**src/conv_defines.svh**
```systemverilog
`ifndef CONV_DEFINES_SVH
`define CONV_DEFINES_SVH

// filter lanes computed side by side
`define CONV_LANES      4
// pixels per 3x3 window
`define CONV_TAPS       9

// Q16.16 pixels, weights, bias and results
`define DATA_WIDTH      32
`define FRAC_WIDTH      16
`define ACC_WIDTH       48

`define COL_WIDTH       6
`define CHAN_WIDTH      8
`define FMAP_DEPTH      64

// slots 0..8 hold weights, slot 9 the bias
`define TAP_SEL_WIDTH   4

`endif

```
**src/conv_pkg.sv**
```systemverilog
`default_nettype none

`include "conv_defines.svh"

package conv_pkg;

    typedef logic signed [`DATA_WIDTH-1:0] data_t;
    typedef logic signed [`ACC_WIDTH-1:0]  acc_t;
    typedef logic [`COL_WIDTH-1:0]         col_t;
    typedef logic [`CHAN_WIDTH-1:0]        chan_t;
    typedef logic [$clog2(`CONV_LANES)-1:0] lane_t;

    typedef data_t [`CONV_TAPS-1:0]  window_t;
    typedef acc_t  [`CONV_LANES-1:0] lane_sums_t;
    typedef data_t [`CONV_LANES-1:0] lane_data_t;

    typedef struct packed {
        window_t [`CONV_LANES-1:0] weights;
        lane_data_t                bias;
    } weight_set_t;

    // position of a window inside the frame
    typedef struct packed {
        col_t col;
        logic first_chan;
        logic last_chan;
        logic last_in_frame;
    } win_tag_t;

    typedef struct packed {
        logic                      valid;
        lane_t                     lane;
        logic [`TAP_SEL_WIDTH-1:0] slot;
        data_t                     value;
    } weight_load_t;

    typedef struct packed {
        chan_t num_chans;
        col_t  num_cols;
    } frame_cfg_t;

    typedef enum logic [1:0] {
        RX_IDLE,
        RX_CAPTURE,
        RX_WAIT_REQ_LOW
    } rx_state_t;

endpackage

`default_nettype wire

```
**src/weight_bank.sv**
```systemverilog
`timescale 1ns/100ps
`default_nettype none

`include "conv_defines.svh"

module weight_bank (
    input  wire logic                   i_clock,
    input  wire logic                   i_reset,
    input  wire conv_pkg::weight_load_t i_weight_load,
    output conv_pkg::weight_set_t       o_weights
);

    logic is_bias;
    logic is_weight;

    // slots past the bias slot are dropped
    assign is_bias   = (i_weight_load.slot == `CONV_TAPS);
    assign is_weight = (i_weight_load.slot < `CONV_TAPS);

    always_ff @(posedge i_clock) begin
        if (!i_reset) begin
            o_weights <= '0;
        end else if (i_weight_load.valid) begin
            if (is_bias) begin
                o_weights.bias[i_weight_load.lane] <= i_weight_load.value;
            end else if (is_weight) begin
                o_weights.weights[i_weight_load.lane][i_weight_load.slot] <= i_weight_load.value;
            end
        end
    end

    slot_in_range: assert property (@(posedge i_clock) disable iff (!i_reset)
        i_weight_load.valid |-> (i_weight_load.slot <= `CONV_TAPS))
        else $error("weight load slot %0d out of range", i_weight_load.slot);

endmodule

`default_nettype wire

```
**config.mk**
```make
export PLATFORM = sky130hd
export DESIGN_NAME = weight_bank
export DESIGN_NICKNAME = d
export VERILOG_FILES = /design/src/conv_pkg.sv /design/src/weight_bank.sv
export VERILOG_INCLUDE_DIRS = /design/src
export SDC_FILE = /design/constraint.sdc
export NUM_CORES = 2
export LEC_CHECK = 0
export ABC_CLOCK_PERIOD_IN_PS = 2280
export BUFFER_PORTS_ARGS = -buffer_cell sky130_fd_sc_hd__buf_2
export CORE_AREA = 4 4 505 507
export CTS_BUF_LIST = sky130_fd_sc_hd__clkbuf_2 sky130_fd_sc_hd__clkbuf_4 sky130_fd_sc_hd__clkbuf_8
export DETAILED_ROUTE_END_ITERATION = 8
export DIE_AREA = 0 0 509 511
export HOLD_SLACK_MARGIN = 0.08
export PLACE_DENSITY_LB_ADDON = 0.3
export SYNTH_ARGS = -nofsm -noshare
export SYNTH_HDL_FRONTEND = slang
export SYNTH_SLANG_ARGS = --single-unit
export TNS_END_PERCENT = 10
```
**constraint.sdc**
```tcl
create_clock -name i_clock -period 2.28 [get_ports i_clock]
set_input_delay 0 -clock i_clock [delete_from_list [all_inputs] [get_ports i_clock]]
set_output_delay 0 -clock i_clock [all_outputs]
set_load 0.02 [all_outputs]
```
==> results.json <==
{
  "fmax_mhz": 442.0,
  "cts-root-buf": "clkbuf_8",
  "synth_seq_cells": 1280,
  "clkTransAtPathRegs_ns": 0.06,
  "endpoint_kind": "flip-flop",
  "stdcell_count": 9210,
  "dr.first_iter.drc_count": 2099,
  "cts_tree": "yes",
  "cts.htree.levels": 4,
  "antenna_found_initial": 16,
  "syn-num-nets": 4377,
  "crit_slowest_cell": "dlygate4sd3_1",
  "synth_warnings": 0,
  "core_area_um2": 250500,
  "tns_ns": 0,
  "wirelength_um": 217200,
  "hp-class": "input pin to flip-flop",
  "dp_slack_ns": -0.2976,
  "critPathLaunchType": "input pin",
  "ant_nets": 0,
  "clk_latency_ns": 0.91,
  "track_usage_pct": 15.85,
  "critPathBufInv": 5,
  "gp_congestion": 0.7620,
  "rsz0062_at_grt": "false",
  "grt_busiest_layer": "met2",
  "netlist_area_um2": 45720,
  "leakage_nw": 34.44,
  "finalPower_mw": 47.54,
  "nets": 5725,
  "cts-buffers-inserted": 226,
  "cpPeakStageDelay_ns": 0.84,
  "port_buffers": 1320,
  "regMostFlops": "o_weights",
  "top_regs": "o_weights x1280",
  "die_x_um": 509,
  "final_layout_size_suffix_gt1_share_pct": 33.01,
  "maxCapViolCount": 0,
  "via_per_inst": 3.990,
  "finalCritPeriodShare_pct": 99.23,
  "gr-usage-met2_pct": 26.01,
  "fin_ws_ns": 0.01755,
  "place_inst": 8730,
  "slew_headroom_pct": 32.87,
  "postPlaceCellArea_um2": 56520,
  "synth.avg_cell_area_um2": 10.54,
  "synthToLayoutAreaGrowth_pct": 35.79,
  "critPathTopFamily": "buffers and inverters",
  "firstDrtPassIters": 5,
  "rows": 184,
  "setup_viol": 0,
  "fin_util_pct": 24.79,
  "period_needed_ns": 2.262,
  "skew_ns": 0,
  "syn_inst": 4336,
  "grt_max_degree": 171,
  "ir_worst_vdd_mv": 0.4479,
  "final-max-slew-violation-count": 0,
  "crit_fanout": 46,
  "initial_core_util_pct": 18.25,
  "yosysSeqAreaShare_pct": 56.05,
  "gr-usage-met3_pct": 5.650,
  "ios": 1321,
  "grt_pass1_vias": 37184,
  "vias": 36745,
  "status": "finished, final reports clean",
  "worstPathArrival_ns": 2.99,
  "die_h_um": 511,
  "crit_top_cell": "dlygate4sd3_1",
  "yosysUniqueCellTypes": 22,
  "grt_overflow": 0,
  "wl_per_cell_um": 23.58,
  "grtUsageMet1_pct": 18.56,
  "tightest_slew_ns": 1.007,
  "die-area_um2": 260100,
  "grt_first_pass_wirelength_um": 293600,
  "place_hpwl_um": 140100,
  "hold_viol": 0,
  "cts.path.max_buffers": 3,
  "cts.sinks": 1280,
  "whs_ns": 0.2170,
  "post-cts-setup-buffers": 0,
  "p_per_area_nw_per_um2": 765.8,
  "drc": 0,
  "path_cells": "dlygate4sd3_1 -> dlygate4sd3_1 -> buf_12 -> nand2_4 -> dlygate4sd3_1 -> buf_4 -> mux2i_1",
  "stdcell_area_um2": 62080,
  "largest_register_ffs": 1280,
  "critPathKind": "input pin to flip-flop",
  "crit_required_ns": 3.00
}
worst min-delay path, cell delays in order:
cell,delay (ns)
dlygate4sd3_1,0.54
buf_2,0.13
nand2_4,0.05
buf_12,0.20
mux2i_1,0.17
metal layers:
layer / share of wire (%) / wire length, µm / up-vias
li1: - / - / 16945
met1: 41 / 88360 / 17957
met2: 46 / 99970 / 1461
met3: 9.0 / 19650 / 382
met4: 4.2 / 9197 / 0
met5: 0 / 0 / -
repair_timing:
item,CTS,global route
hold buffers,74,0
endpoints found under the hold margin,1280,0
setup endpoints to repair,0,1
gates resized for setup,0,1
layout make-up:
type | instances | area (µm²)
antenna | 12 | 30.03
timing repair buffer | 1528 | 8894
tap | 3348 | 4189
multi-input combinational | 2648 | 18560
clock inverter | 36 | 370.4
fill | 27149 | 188400
sequential | 1280 | 25620
clock buffer | 358 | 4414
layout by cell type (no fill, tap or decap), drive strengths merged:
cell type / n
clkinvlp: 4
dfxtp: 1280
nor4bb: 4
nor3: 1
buf: 1454
dlygate4sd3: 74
bufinv: 3
nor4b: 5
inv: 8
mux2i: 1280
clkinv: 21
and3: 1
nand4b: 1
diode: 12
nor4: 1
nor3b: 1
nand3: 1
clkbuf: 358
nand2: 1349
nor2: 1
and3b: 2
nor2b: 1
logic make-up (layout without fill, tap and decap cells):
kind of cell	after synthesis	count (layout)	synth area share, %
muxes	1280	1280	28.02
buffers and inverters	408	1922	4.171
and+or+nand+nor	1368	1368	11.76
other	0	12	0
DFF	1280	1280	56.05
power by group:
| group | total, mW | internal [mW] | switching [mW] |
|---|---|---|---|
| Sequential | 22.5 | 22.5 | 0.0474 |
| Clock | 22.7 | 12.6 | 10.1 |
| Combinational | 2.31 | 0.535 | 1.77 |
| Total | 47.5 | 35.6 | 11.9 |
synth_stat cells:
| master | number | area [µm²] |
|---|---|---|
| buf_6 | 24 | 270.3 |
| nor4b_2 | 2 | 30.03 |
| dfxtp_1 | 1280 | 25620 |
| buf_4 | 24 | 180.2 |
| and3_1 | 1 | 6.260 |
| buf_2 | 83 | 415.4 |
| nand3_1 | 1 | 5.000 |
| and3b_1 | 2 | 17.52 |
| nand2_1 | 1333 | 5004 |
| nor2b_1 | 1 | 6.260 |
| mux2i_1 | 1280 | 12810 |
| nand2_4 | 8 | 90.09 |
| nor3b_1 | 1 | 7.510 |
| clkbuf_2 | 1 | 5.000 |
| nand4b_4 | 1 | 23.77 |
| nor3_2 | 1 | 10.01 |
| nor4b_4 | 3 | 71.32 |
| nor2_1 | 1 | 3.750 |
| nor4_2 | 1 | 12.51 |
| nor4bb_1 | 4 | 40.04 |
| clkbuf_1 | 276 | 1036 |
| nand2_2 | 8 | 50.05 |
worst paths after layout:
check,start,endpoint,slack (ns),cells after the start
min reg2reg,o_weights[801],o_weights[801],0.45,2
min,i_weight_load[11],o_weights[747],0.22,5
max reg2reg,o_weights[383],o_weights[383],0.85,3
max,i_reset,o_weights[615],0.02,7
Power figures use the tool's default switching activity.
