<file path="src/conv_defines.svh">
`ifndef CONV_DEFINES_SVH
`define CONV_DEFINES_SVH

// filter lanes computed side by side
`define CONV_LANES      4
// pixels per 3x3 window
`define CONV_TAPS       9

// Q16.16 pixels, weights, bias and results
`define DATA_WIDTH      32
`define FRAC_WIDTH      16
`define ACC_WIDTH       48

`define COL_WIDTH       6
`define CHAN_WIDTH      8
`define FMAP_DEPTH      64

// slots 0..8 hold weights, slot 9 the bias
`define TAP_SEL_WIDTH   4

`endif

</file>
<file path="src/conv_pkg.sv">
`default_nettype none

`include "conv_defines.svh"

package conv_pkg;

    typedef logic signed [`DATA_WIDTH-1:0] data_t;
    typedef logic signed [`ACC_WIDTH-1:0]  acc_t;
    typedef logic [`COL_WIDTH-1:0]         col_t;
    typedef logic [`CHAN_WIDTH-1:0]        chan_t;
    typedef logic [$clog2(`CONV_LANES)-1:0] lane_t;

    typedef data_t [`CONV_TAPS-1:0]  window_t;
    typedef acc_t  [`CONV_LANES-1:0] lane_sums_t;
    typedef data_t [`CONV_LANES-1:0] lane_data_t;

    typedef struct packed {
        window_t [`CONV_LANES-1:0] weights;
        lane_data_t                bias;
    } weight_set_t;

    // position of a window inside the frame
    typedef struct packed {
        col_t col;
        logic first_chan;
        logic last_chan;
        logic last_in_frame;
    } win_tag_t;

    typedef struct packed {
        logic                      valid;
        lane_t                     lane;
        logic [`TAP_SEL_WIDTH-1:0] slot;
        data_t                     value;
    } weight_load_t;

    typedef struct packed {
        chan_t num_chans;
        col_t  num_cols;
    } frame_cfg_t;

    typedef enum logic [1:0] {
        RX_IDLE,
        RX_CAPTURE,
        RX_WAIT_REQ_LOW
    } rx_state_t;

endpackage

`default_nettype wire

</file>
<file path="src/window_receiver.sv">
`timescale 1ns/100ps
`default_nettype none

module window_receiver (
    input  wire logic                 i_clock,
    input  wire logic                 i_reset,
    input  wire logic                 i_start,
    input  wire conv_pkg::frame_cfg_t i_cfg,
    input  wire logic                 i_win_req,
    input  wire conv_pkg::window_t    i_win_data,
    output logic                      o_win_ack,
    output logic                      o_issue,
    output conv_pkg::window_t         o_window,
    output conv_pkg::win_tag_t        o_tag
);

    conv_pkg::rx_state_t state;
    conv_pkg::chan_t     chan_cnt;
    conv_pkg::col_t      col_cnt;
    logic                last_chan;
    logic                last_col;
    logic                capture;

    assign last_chan = (chan_cnt == i_cfg.num_chans - conv_pkg::chan_t'(1));
    assign last_col  = (col_cnt == i_cfg.num_cols - conv_pkg::col_t'(1));
    assign capture   = (state == conv_pkg::RX_CAPTURE) && i_win_req;
    assign o_win_ack = (state == conv_pkg::RX_WAIT_REQ_LOW);

    always_ff @(posedge i_clock) begin
        if (!i_reset) begin
            state    <= conv_pkg::RX_IDLE;
            chan_cnt <= '0;
            col_cnt  <= '0;
            o_issue  <= 1'b0;
        end else begin
            o_issue <= capture;
            case (state)
                conv_pkg::RX_IDLE: begin
                    if (i_start) begin
                        chan_cnt <= '0;
                        col_cnt  <= '0;
                        state    <= conv_pkg::RX_CAPTURE;
                    end
                end
                conv_pkg::RX_CAPTURE: begin
                    if (i_win_req) begin
                        state <= conv_pkg::RX_WAIT_REQ_LOW;
                        // channels run fastest, then columns
                        if (last_chan) begin
                            chan_cnt <= '0;
                            col_cnt  <= col_cnt + conv_pkg::col_t'(1);
                        end else begin
                            chan_cnt <= chan_cnt + conv_pkg::chan_t'(1);
                        end
                    end
                end
                conv_pkg::RX_WAIT_REQ_LOW: begin
                    if (!i_win_req) begin
                        state <= o_tag.last_in_frame ? conv_pkg::RX_IDLE : conv_pkg::RX_CAPTURE;
                    end
                end
                default: state <= conv_pkg::RX_IDLE;
            endcase
        end
    end

    always_ff @(posedge i_clock) begin
        if (capture) begin
            o_window            <= i_win_data;
            o_tag.col           <= col_cnt;
            o_tag.first_chan    <= (chan_cnt == '0);
            o_tag.last_chan     <= last_chan;
            o_tag.last_in_frame <= last_chan && last_col;
        end
    end

    ack_needs_req: assert property (@(posedge i_clock) disable iff (!i_reset)
        $rose(o_win_ack) |-> $past(i_win_req))
        else $error("ack rose without req");

endmodule

`default_nettype wire

</file>
<file path="config.mk">
export PLATFORM = sky130hd
export DESIGN_NAME = window_receiver
export DESIGN_NICKNAME = d
export VERILOG_FILES = /design/src/conv_pkg.sv /design/src/window_receiver.sv
export VERILOG_INCLUDE_DIRS = /design/src
export SDC_FILE = /design/constraint.sdc
export NUM_CORES = 1
export LEC_CHECK = 0
export ABC_AREA = 1
export BUFFER_PORTS_ARGS = -buffer_cell sky130_fd_sc_hd__buf_2
export CORE_AREA = 3 3 236 238
export CTS_CLUSTER_DIAMETER = 30
export CTS_CLUSTER_SIZE = 10
export DETAILED_ROUTE_END_ITERATION = 16
export DIE_AREA = 0 0 239 241
export SLEW_MARGIN = 15
export SYNTH_ARGS = -nofsm -noshare
export SYNTH_HDL_FRONTEND = slang
export SYNTH_SLANG_ARGS = --single-unit
</file>
<file path="constraint.sdc">
create_clock -name i_clock -period 16.7 [get_ports i_clock]
set_input_delay 3.34 -clock i_clock [delete_from_list [all_inputs] [get_ports i_clock]]
set_output_delay 3.34 -clock i_clock [all_outputs]
set_load 0.01 [all_outputs]
</file>
==> flow_metrics.py <==
metrics = {
    "run_status": {
        "outcome": "complete, no violations",
    },
    "logic_synthesis": {
        "synth-async-reset-ratio_pct": 0,
        "yosysUniqueCellTypes": 28,
        "ys.flop_type": "edfxtp_1",
        "synth_warnings": 0,
        "syn_area_um2": 10300,
        "synth-seq-cells": 314,
        "ys_seq_area_share_pct": 90.2,
        "syn-num-nets": 815,
        "syn_avg_cell_area_um2": 20.4,
        "synth_edf_count": 297,
        "synth_cells": 504,
    },
    "setup_path": {
        "rr_worst_depth": 6,
        "r2r_end": "o_window[111]$_DFFE_PP_",
        "crit_path_start_kind": "primary input",
        "criticalPathCategory": "in2reg",
        "reg2reg_from": "state[0]$_SDFFE_PN0P_",
        "crit_arrival_ps": 5010,
        "endpoint_kind": "flip-flop",
        "required_ps": 16900,
        "crit_fanout": 76,
        "r2r_slack_ps": 13940,
    },
    "power": {
        "peakVddDrop_mv": 0.0728,
        "pwr-share-clk_pct": 56.7,
        "powerDensity_nw_per_um2": 149,
        "sw_frac_of_total_pct": 22.3,
        "p_leak_nw": 6.92,
        "combPwrFrac_pct": 5.9,
        "power.internal_mw": 1.93,
        "p_switching_mw": 0.555,
        "seqPwrFrac_pct": 37.3,
    },
    "timing": {
        "rsz0062_at_grt": "no",
        "clock_skew_ps": 27.5,
        "fin_crit_sh_pct": 28.8,
        "finalWorstSetupSlack_ps": 11890,
        "drv_slew": 0,
        "maxSlewHeadroom_pct": 34.6,
        "hold_viol": 0,
        "fmax_mhz": 208,
        "period_needed_ps": 4810,
        "setup_tns_ps": 0,
        "tightestPinTransition_ps": 981,
        "finalSetupViolations": 0,
    },
    "global_route": {
        "grt_pass1_vias": 7439,
        "grt_max_degree": 77,
        "grtUsageTotal_pct": 11.5,
        "grt-ovfl-total": 0,
        "grt_antenna_before_repair": 10,
        "grt_pass1_wl_mm": 48.1,
    },
    "clocking": {
        "clkTransAtPathRegs_ps": 40,
        "cts_tree": "done",
        "cts-buffers-inserted": 74,
        "cts_max_level": 3,
        "insertion_delay_ps": 570,
        "cts_setup_buffers": 0,
        "postCtsHoldBufs": 0,
        "clock_path_buffers": 3,
        "cts_resized": 0,
        "clock-sinks": 314,
        "root_buffer": "clkbuf_16",
    },
    "worst_hold_path": {
        "holdPathEnd": "chan_cnt[1]$_SDFFE_PN0P_",
        "min_path_cells": 2,
        "hp-class": "reg2reg",
        "min_from": "chan_cnt[1]$_SDFFE_PN0P_",
    },
    "cells_and_area": {
        "layout_commonest_cell": "buf_2",
        "drive_gt1_share_pct": 59.2,
        "n_fill_cell": 5347,
        "final_nets": 1499,
        "syn_to_final_growth_pct": 62.8,
        "layout_common_cells": "604 x buf_2, 297 x edfxtp_1, 75 x clkbuf_16",
    },
    "routing": {
        "drc": 0,
        "vias": 7289,
        "dr.pass1.iters": 4,
        "via_per_inst": 3.75,
        "wirelength_mm": 36.4,
        "wl_per_cell_um": 18.7,
        "drtIter0Drc": 322,
        "postRouteAntennaNets": 0,
    },
    "die": {
        "coreArea_um2": 53800,
        "ios": 605,
        "rows": 85,
        "initial_core_util_pct": 19.1,
        "die_h_um": 241,
        "die_w_um": 239,
        "dieArea_um2": 57600,
    },
    "placed_design": {
        "dp_slack_ps": 11240,
        "hpwl_mm": 28.1,
        "port_buffers": 604,
        "gp_congestion": 0.841,
    },
    "run": {
        "cap_violations": 0,
    },
}
metal layers:
| metal | wire length, um | global-route usage [%] | part of all wire, % |
|---|---|---|---|
| met1 | 13400 | 12.7 | 37 |
| met2 | 18200 | 19.4 | 50 |
| met3 | 3540 | 5.20 | 9.7 |
| met4 | 1110 | 4.89 | 3.0 |
| met5 | 75 | 0 | 0.21 |
cells by family after synthesis:
kind of cell / count (synthesis) / share of synthesized area (%)
adders and majority gates: 5 / 0.610
buffers and inverters: 30 / 1.17
xor gates and xnor gates: 19 / 1.62
and+or+nand+nor: 120 / 5.50
AOI/OAI and AO/OA: 16 / 0.854
DFF: 314 / 90.2
worst max path at each step:
| stage | from | to | slack (ps) | cells past startpoint |
|---|---|---|---|---|
| global route | i_win_req | o_window[147]$_DFFE_PP_ | 11760 | 5 |
| CTS | i_win_req | o_window[187]$_DFFE_PP_ | 11880 | 5 |
| finish | i_win_req | o_window[111]$_DFFE_PP_ | 11890 | 5 |
| floorplan | i_win_req | state[1]$_SDFFE_PN0P_ | 2 | 4 |
| global placement | i_win_req | o_window[16]$_DFFE_PP_ | 11300 | 5 |
| detailed placement | i_win_req | o_window[30]$_DFFE_PP_ | 11240 | 5 |
cell type report:
type                            count  area, um^2  share of cell area (%)
Tap cell                          696         871                    5.21
Sequential cell                   314        9260                    55.4
Timing Repair Buffer              609        3060                    18.3
Antenna cell                        1        2.50                  0.0150
Multi-Input combinational cell    160         888                    5.32
Clock buffer                       88        1950                    11.6
Inverter                           29         109                   0.652
Clock inverter                     45         569                    3.41
stage by stage:
step           std cells  hold WS (ps)  area [um^2]  util (%)  power (mW)
5_1_grt             1941           560        16700      31.0        2.59
3_5_place_dp        1808           523        14200      26.4        1.09
2_1_floorplan        504           481        10300         -        1.02
3_3_place_gp        1808           539        14200      26.4        1.09
6_report            1942           538        16700      31.0        2.49
4_1_cts             1941           540        16700      31.0        2.53
sequential cells by signal (all words and copies together) (netlist names):
name	cells
o_window	288
col_cnt	6
o_tag	9
o_issue	1
chan_cnt	8
state	2
worst max-delay path, stage by stage:
cell    delay (ps)
buf_2          100
inv_1           70
nor2_4         100
buf_4          450
buf_4          830
Yosys cell counts (all sizes together) (2+ instances only):
cell type / number / share of area (%)
ha: 5 / 0.61
dfxtp: 17 / 3.3
nor2: 35 / 1.5
edfxtp: 297 / 87
nand2: 53 / 2.2
nand3: 19 / 0.98
xor2: 12 / 1.0
xnor2: 7 / 0.60
nand3b: 2 / 0.15
inv: 28 / 1.0
nor4: 4 / 0.24
o21ai: 4 / 0.20
nor3: 2 / 0.15
nand4: 4 / 0.24
a21oi: 11 / 0.57
power groups by stage:
stage	clock network [mW]	registers [mW]	logic, mW
finish	1.41	0.929	0.147
global placement	0	0.941	0.148
global route	1.50	0.931	0.160
floorplan	0	0.983	0.0361
CTS	1.45	0.929	0.151
detailed placement	0	0.942	0.150
No activity file was read; power rests on OpenSTA's default activity.
