<file path="src/conv_defines.svh">
`ifndef CONV_DEFINES_SVH
`define CONV_DEFINES_SVH

// filter lanes computed side by side
`define CONV_LANES      4
// pixels per 3x3 window
`define CONV_TAPS       9

// Q16.16 pixels, weights, bias and results
`define DATA_WIDTH      32
`define FRAC_WIDTH      16
`define ACC_WIDTH       48

`define COL_WIDTH       6
`define CHAN_WIDTH      8
`define FMAP_DEPTH      64

// slots 0..8 hold weights, slot 9 the bias
`define TAP_SEL_WIDTH   4

`endif

</file>
<file path="src/conv_pkg.sv">
`default_nettype none

`include "conv_defines.svh"

package conv_pkg;

    typedef logic signed [`DATA_WIDTH-1:0] data_t;
    typedef logic signed [`ACC_WIDTH-1:0]  acc_t;
    typedef logic [`COL_WIDTH-1:0]         col_t;
    typedef logic [`CHAN_WIDTH-1:0]        chan_t;
    typedef logic [$clog2(`CONV_LANES)-1:0] lane_t;

    typedef data_t [`CONV_TAPS-1:0]  window_t;
    typedef acc_t  [`CONV_LANES-1:0] lane_sums_t;
    typedef data_t [`CONV_LANES-1:0] lane_data_t;

    typedef struct packed {
        window_t [`CONV_LANES-1:0] weights;
        lane_data_t                bias;
    } weight_set_t;

    // position of a window inside the frame
    typedef struct packed {
        col_t col;
        logic first_chan;
        logic last_chan;
        logic last_in_frame;
    } win_tag_t;

    typedef struct packed {
        logic                      valid;
        lane_t                     lane;
        logic [`TAP_SEL_WIDTH-1:0] slot;
        data_t                     value;
    } weight_load_t;

    typedef struct packed {
        chan_t num_chans;
        col_t  num_cols;
    } frame_cfg_t;

    typedef enum logic [1:0] {
        RX_IDLE,
        RX_CAPTURE,
        RX_WAIT_REQ_LOW
    } rx_state_t;

endpackage

`default_nettype wire

</file>
<file path="src/channel_accumulator.sv">
`timescale 1ns/100ps
`default_nettype none

`include "conv_defines.svh"

module channel_accumulator (
    input  wire logic                  i_clock,
    input  wire logic                  i_reset,
    input  wire logic                  i_sum_valid,
    input  wire conv_pkg::lane_sums_t  i_sums,
    input  wire conv_pkg::win_tag_t    i_tag,
    input  wire conv_pkg::weight_set_t i_weights,
    output logic                       o_wr_en,
    output conv_pkg::col_t             o_wr_col,
    output conv_pkg::lane_data_t       o_wr_data,
    output logic                       o_done
);

    localparam conv_pkg::data_t DATA_MAX = {1'b0, {(`DATA_WIDTH-1){1'b1}}};
    localparam conv_pkg::data_t DATA_MIN = {1'b1, {(`DATA_WIDTH-1){1'b0}}};

    conv_pkg::lane_sums_t acc_q;
    conv_pkg::lane_sums_t total_next;
    conv_pkg::lane_data_t result_next;

    // clip to 32 bits, then ReLU
    function automatic conv_pkg::data_t sat_relu(input conv_pkg::acc_t value);
        conv_pkg::data_t clipped;
        if (value > conv_pkg::acc_t'(DATA_MAX)) begin
            clipped = DATA_MAX;
        end else if (value < conv_pkg::acc_t'(DATA_MIN)) begin
            clipped = DATA_MIN;
        end else begin
            clipped = value[`DATA_WIDTH-1:0];
        end
        return (clipped < 0) ? '0 : clipped;
    endfunction

    always_comb begin
        for (int l = 0; l < `CONV_LANES; l++) begin
            total_next[l]  = i_tag.first_chan ? i_sums[l] : acc_q[l] + i_sums[l];
            result_next[l] = sat_relu(total_next[l]
                                      + conv_pkg::acc_t'($signed(i_weights.bias[l])));
        end
    end

    always_ff @(posedge i_clock) begin
        if (!i_reset) begin
            o_wr_en <= 1'b0;
            o_done  <= 1'b0;
        end else begin
            o_wr_en <= i_sum_valid && i_tag.last_chan;
            o_done  <= i_sum_valid && i_tag.last_in_frame;
        end
    end

    always_ff @(posedge i_clock) begin
        if (i_sum_valid) begin
            acc_q <= total_next;
        end
        if (i_sum_valid && i_tag.last_chan) begin
            o_wr_col  <= i_tag.col;
            o_wr_data <= result_next;
        end
    end

    // every write lands inside the feature memory
    wr_col_in_range: assert property (@(posedge i_clock) disable iff (!i_reset)
        o_wr_en |-> (o_wr_col < `FMAP_DEPTH))
        else $error("write column %0d out of range", o_wr_col);

endmodule

`default_nettype wire

</file>
<file path="config.mk">
export PLATFORM = sky130hd
export DESIGN_NAME = channel_accumulator
export DESIGN_NICKNAME = d
export VERILOG_FILES = /design/src/conv_pkg.sv /design/src/channel_accumulator.sv
export VERILOG_INCLUDE_DIRS = /design/src
export SDC_FILE = /design/constraint.sdc
export NUM_CORES = 1
export LEC_CHECK = 0
export CAP_MARGIN = 30
export CORE_AREA = 10 10 619 621
export CTS_CLUSTER_DIAMETER = 30
export DETAILED_ROUTE_END_ITERATION = 7
export DIE_AREA = 0 0 629 631
export DONT_BUFFER_PORTS = 1
export PLACE_DENSITY = 0.3
export SYNTH_ARGS = -nofsm -noshare
export SYNTH_HDL_FRONTEND = slang
export SYNTH_SLANG_ARGS = --single-unit
</file>
<file path="constraint.sdc">
create_clock -name i_clock -period 9.66 [get_ports i_clock]
set_input_delay 1.449 -clock i_clock [delete_from_list [all_inputs] [get_ports i_clock]]
set_output_delay 1.449 -clock i_clock [all_outputs]
set_load 0.02 [all_outputs]
</file>
==> flow_summary.toml, run 1 <==
[drt]
via_count = 30470
wl_microns = 184900
wl_per_cell_microns = 20.29
drt-pass1-iter-count = 5
ant_nets = 0
drc_errors = 0
vias_per_cell = 3.345
drt-initial-drc-count = 1798

[sta]
fmax_mhz = 116.8
rsz0062_at_grt = "false"
hold_violations = 0
worst_pin_slew_ns = 1.336
slew_headroom_pct = 10.93
maxSlewViolCount = 0
period_share_pct = 88.67
clock_skew_ns = 0.1146
fin_crit_ns = 8.565
tns_ns = 0
hold_ws_ns = 0.6855
setup_viol = 0

[power]
cellLeakagePower_nw = 16.51
power_density_nw_per_um2 = 247.4
power.total_mw = 10.95
peakVddDrop_uv = 117.2

[synth]
synth_cell_type_count = 92
synth_edf_count = 326
synth_warnings = 0
synth_common_cells = "a21oi_1 (502), nand2_1 (473), ha_1 (376), o21ai_0 (367), edfxtp_1 (326)"
yosys.area_share.adder_pct = 14.64
yosys.area.top_type_share_pct = 29.45
muxShareOfSynthArea_pct = 0.7378
netlist_top_cells_area = "edfxtp_1 (29%), ha_1 (14%), a21oi_1 (7.6%), o21ai_0 (5.5%), nand2_1 (5.3%)"
synth_top_family_by_area = "compound AO/OA/AOI/OAI gates"
synth_area_sq_um = 33240
ys_seq_area_share_pct = 29.57
syn_inst = 3921
synth_top_area_cell = "edfxtp_1"
synth-simple-area-share_pct = 15.90
avgSynthCellArea_sq_um = 8.477
synth_xor_area_share_pct = 8.244
synth_ff_type = "edfxtp_1"
synth_compound_area_share_pct = 27.71
ys_ff_latch = 328
async_reset_ff_share_pct = 0
synth_most_common_cell = "a21oi_1"

[setup_path]
cp_max_fo = 31
worst-setup-path-type = "primary input to flip-flop"
worstSetupEndpointType = "flip-flop"
crit_family = "compound AO/OA/AOI/OAI gates"
cp_slowest_stage_delay_ns = 0.51
required_ns = 10.13
arrival_ns = 9.04
slowest_stage = "ha_1"
critical_path_buf_inv_count = 2
cp-start-kind = "primary input"

[final_layout]
seq_area_sq_um = 9829
multiInputGateArea_sq_um = 22420
drive_gt1_share_pct = 8.096
nFillCells = 42380
final_net_count = 5865
area_growth_pct = 33.14
stdcell_area_sq_um = 44250
fin_util_pct = 11.93

[clock_network]
cts_root_buf = "clkbuf_16"
clock_latency_ns = 0.83
htree_levels = 4
hold_buffers = 0
post_cts_buffers = 0
cts_buffers = 150
cts_tree = "yes"
cts_sinks = 328
clock_path_buffers = 4
post_cts_resized = 0
path_clk_slew_ns = 0.04

[run]
drv_cap = 0

[floorplanning]
boundaryPins = 1620
die-area_sq_um = 396900
die_y_microns = 631
core_sq_um = 370800
die_w_microns = 629
start_util_pct = 8.964
rows = 224

[global_route]
antenna_found_initial = 90
use_met1_pct = 9.061
grt_pass1_wl_microns = 249600
grt_usage_pct = 8.875
met2_usage_pct = 16.49
grt_overflow = 0
busiest_layer = "met2"
grt_max_degree = 365
grtUsageMet3_pct = 3.283
grt_pass1_vias = 30500

[min_path]
worst_hold_path_type = "flip-flop to flip-flop"

[placement]
place_congestion = 0.8019
hpwlAfterDp_microns = 155300
dpl_cell_area_sq_um = 39500
portBuffers = 0

[run_status]
status = "finished, final reports clean"
==> power by group <==
group	internal, mW	switching (mW)	total [mW]
Clock	3.15	1.29	4.43
Combinational	1.55	2.76	4.31
Sequential	1.93	0.277	2.21
==> layer usage <==
layer | wire [microns] | vias up
met3 | 14470 | 274
li1 | - | 14960
met2 | 96550 | 680
met5 | 276 | -
met1 | 67480 | 14510
met4 | 6085 | 48
==> placed cells by master (no fill, tap or decap), drive strengths merged, types with 40 or more instances in the layout <==
cell    instances
nand2b         62
inv           129
xor2          145
o21a           44
nor3           54
edfxtp        326
clkinv         48
nor2b          40
o21ai         374
o211ai         43
xnor2         161
nand4          57
buf            64
a21o          201
o21bai         52
a21oi         504
ha            376
nor2          200
nand3          87
nand2         473
clkbuf        189
==> path summary, 6_finish.rpt <==
check | start | to | slack, ns | cells past startpoint
max | i_sums[96] | o_wr_data[87] | 1.09 | 28
min | acc_q[48] | acc_q[48] | 0.69 | 2
max reg2reg | acc_q[96] | o_wr_data[87] | 1.40 | 28
min reg2reg | acc_q[48] | acc_q[48] | 0.69 | 2
==> area by class of cell <==
class	instances	share of cell area [%]
well taps	4972	14.06
repair buffers	66	1.284
diodes	38	0.2149
flip-flops and latches	328	22.21
clock inverters	69	1.552
clock buffers	187	8.940
multi-input cells	3325	50.67
inverters	126	1.069
==> worst register-to-register path, delay by kind of cell, from the launching register on <==
kind	cells	cell delay [ns]
simple gates	8	1.98
fa+ha+maj	3	1.14
compound gates	13	3.45
buf+inv	2	0.45
flops	1	0.36
xor+xnor	2	0.55
==> metrics by stage <==
stage | cells | worst slack [ns]
global route | 9092 | 0.3899
detailed placement | 8815 | 0.1821
floorplan | 3924 | 2.244
CTS | 9071 | 0.9900
finish | 9111 | 1.095
global placement | 8811 | 0.2047
==> state kept, by name (all words and copies together), names as in the netlist <==
| register | flops |
|---|---|
| acc_q | 192 |
| o_done | 1 |
| o_wr_col | 6 |
| o_wr_data | 128 |
| o_wr_en | 1 |
==> cell families after synthesis <==
group	count (synthesis)
other cells	1
fa+ha+maj	384
simple gates	1125
flops	328
mux	23
buf+inv	271
compound gates	1481
xor+xnor	308
Power figures use the tool's default switching activity.
==> run 2, diff against run 1 <==
- CTS_BUF_LIST: unset -> sky130_fd_sc_hd__clkbuf_2 sky130_fd_sc_hd__clkbuf_4 sky130_fd_sc_hd__clkbuf_8
==> flow_summary.toml, run 2 (synthesis results as in run 1) <==
[setup_path]
arrival_ns = 9.02
rr_endpoint = "o_wr_data[87]"
crit_family = "compound AO/OA/AOI/OAI gates"
slowest_stage = "ha_1"
required_ns = 10.22
cp-startpoint = "i_sums[96]"
cp-start-kind = "primary input"
worstSetupEndpointType = "flip-flop"
r2r_start = "acc_q[96]"
cp_max_fo = 31
reg2reg_depth = 28
critical_path_buf_inv_count = 2
rrSetupSlack_ns = 1.40
worst-setup-path-type = "primary input to flip-flop"
cp_slowest_stage_delay_ns = 0.51

[placement]
dpl_cell_area_sq_um = 39500
hpwlAfterDp_microns = 155300
dp_cells = 8815
portBuffers = 0
place_congestion = 0.8019

[global_route]
grt_max_degree = 365
met2_usage_pct = 16.45
grt_pass1_wl_microns = 249300
busiest_layer = "met2"
antenna_found_initial = 91
grt_overflow = 0
grtUsageMet3_pct = 3.329
grt_usage_pct = 8.868
use_met1_pct = 9.006
grt_pass1_vias = 30460

[drt]
drc_errors = 0
wl_microns = 184800
drt-pass1-iter-count = 5
wl_per_cell_microns = 20.27
vias_per_cell = 3.332
ant_nets = 0
via_count = 30360
drt-initial-drc-count = 1708

[floorplanning]
die_w_microns = 629
start_util_pct = 8.964
core_sq_um = 370800
die_y_microns = 631
boundaryPins = 1620
rows = 224
die-area_sq_um = 396900

[run]
drv_cap = 0

[final_layout]
top_regs = "acc_q (192), o_wr_data (128), o_wr_col (6)"
layout_commonest_cell = "a21oi_1"
area_growth_pct = 28.40
fin_util_pct = 11.51
largest_register = "acc_q"
layout.cells.non_filler = 9113
final_net_count = 5866
largest_reg_flops = 192
nFillCells = 42540
final_cell_mix = "a21oi_1 (501), nand2_1 (473), ha_1 (376)"
stdcell_area_sq_um = 42680
drive_gt1_share_pct = 8.856

[sta]
maxSlewViolCount = 0
hold_violations = 0
tns_ns = 0
fmax_mhz = 118.2
period_share_pct = 87.59
fin_crit_ns = 8.461
worst_pin_slew_ns = 1.345
slew_headroom_pct = 10.32
setup_viol = 0
rsz0062_at_grt = "false"
clock_skew_ns = 0.1218

[clock_network]
cts_buffers = 151
cts_root_buf = "clkbuf_8"
path_clk_slew_ns = 0.05
htree_levels = 4
cts_sinks = 328
cts_tree = "yes"
post_cts_resized = 0
hold_buffers = 0
post_cts_buffers = 0
clock_path_buffers = 4
clock_latency_ns = 0.93

[power]
power_density_nw_per_um2 = 223.1
peakVddDrop_uv = 140.6
cellLeakagePower_nw = 15.84
power.total_mw = 9.523

[min_path]
whs_path_depth = 0
worst_hold_path_type = "primary input to flip-flop"
hold_end = "o_wr_col[1]"
hp-start = "i_tag[4]"

[run_status]
status = "finished, final reports clean"
-- run 2: metrics by stage --
step / setup WS (ns) / hold WS (ns)
2_1_floorplan: 2.244 / 0.6568
3_3_place_gp: 0.2047 / 0.6739
3_5_place_dp: 0.1821 / 0.6823
4_1_cts: 1.117 / 0.5151
5_1_grt: 0.5119 / 0.5522
6_report: 1.199 / 0.6627
-- run 2: cell type report --
| type | count | area, sq um | share of cell area [%] |
|---|---|---|---|
| antenna | 42 | 105.1 | 0.2463 |
| clock buffer | 187 | 2374 | 5.562 |
| clock inverter | 67 | 684.4 | 1.604 |
| inverter | 126 | 473.0 | 1.108 |
| multi-input combinational | 3325 | 22420 | 52.54 |
| sequential | 328 | 9829 | 23.03 |
| tap | 4972 | 6221 | 14.58 |
| timing repair buffer | 66 | 568.0 | 1.331 |
-- run 2: layer usage --
| metal | share of wire (%) | up-vias |
|---|---|---|
| met5 | 0.15 | - |
| met4 | 3.3 | 46 |
| met3 | 7.8 | 272 |
| met2 | 52 | 640 |
| li1 | - | 14960 |
| met1 | 36 | 14440 |
-- run 2: how the worst max path moves through the flow --
stage                          endpoint  slack [ns]  cells after the start
after floorplan           o_wr_data[49]        2.24                     28
after global placement    o_wr_data[87]        0.20                     28
after detailed placement  o_wr_data[87]        0.18                     28
after CTS                 o_wr_data[87]        1.12                     28
after global routing      o_wr_data[87]        0.51                     28
final                     o_wr_data[87]        1.20                     28
-- run 2: report_power, final --
part	internal, mW	switching, mW	leakage (nW)
Combinational	1.55	2.76	11.1
Clock	1.95	1.06	1.58
Sequential	1.93	0.276	3.18
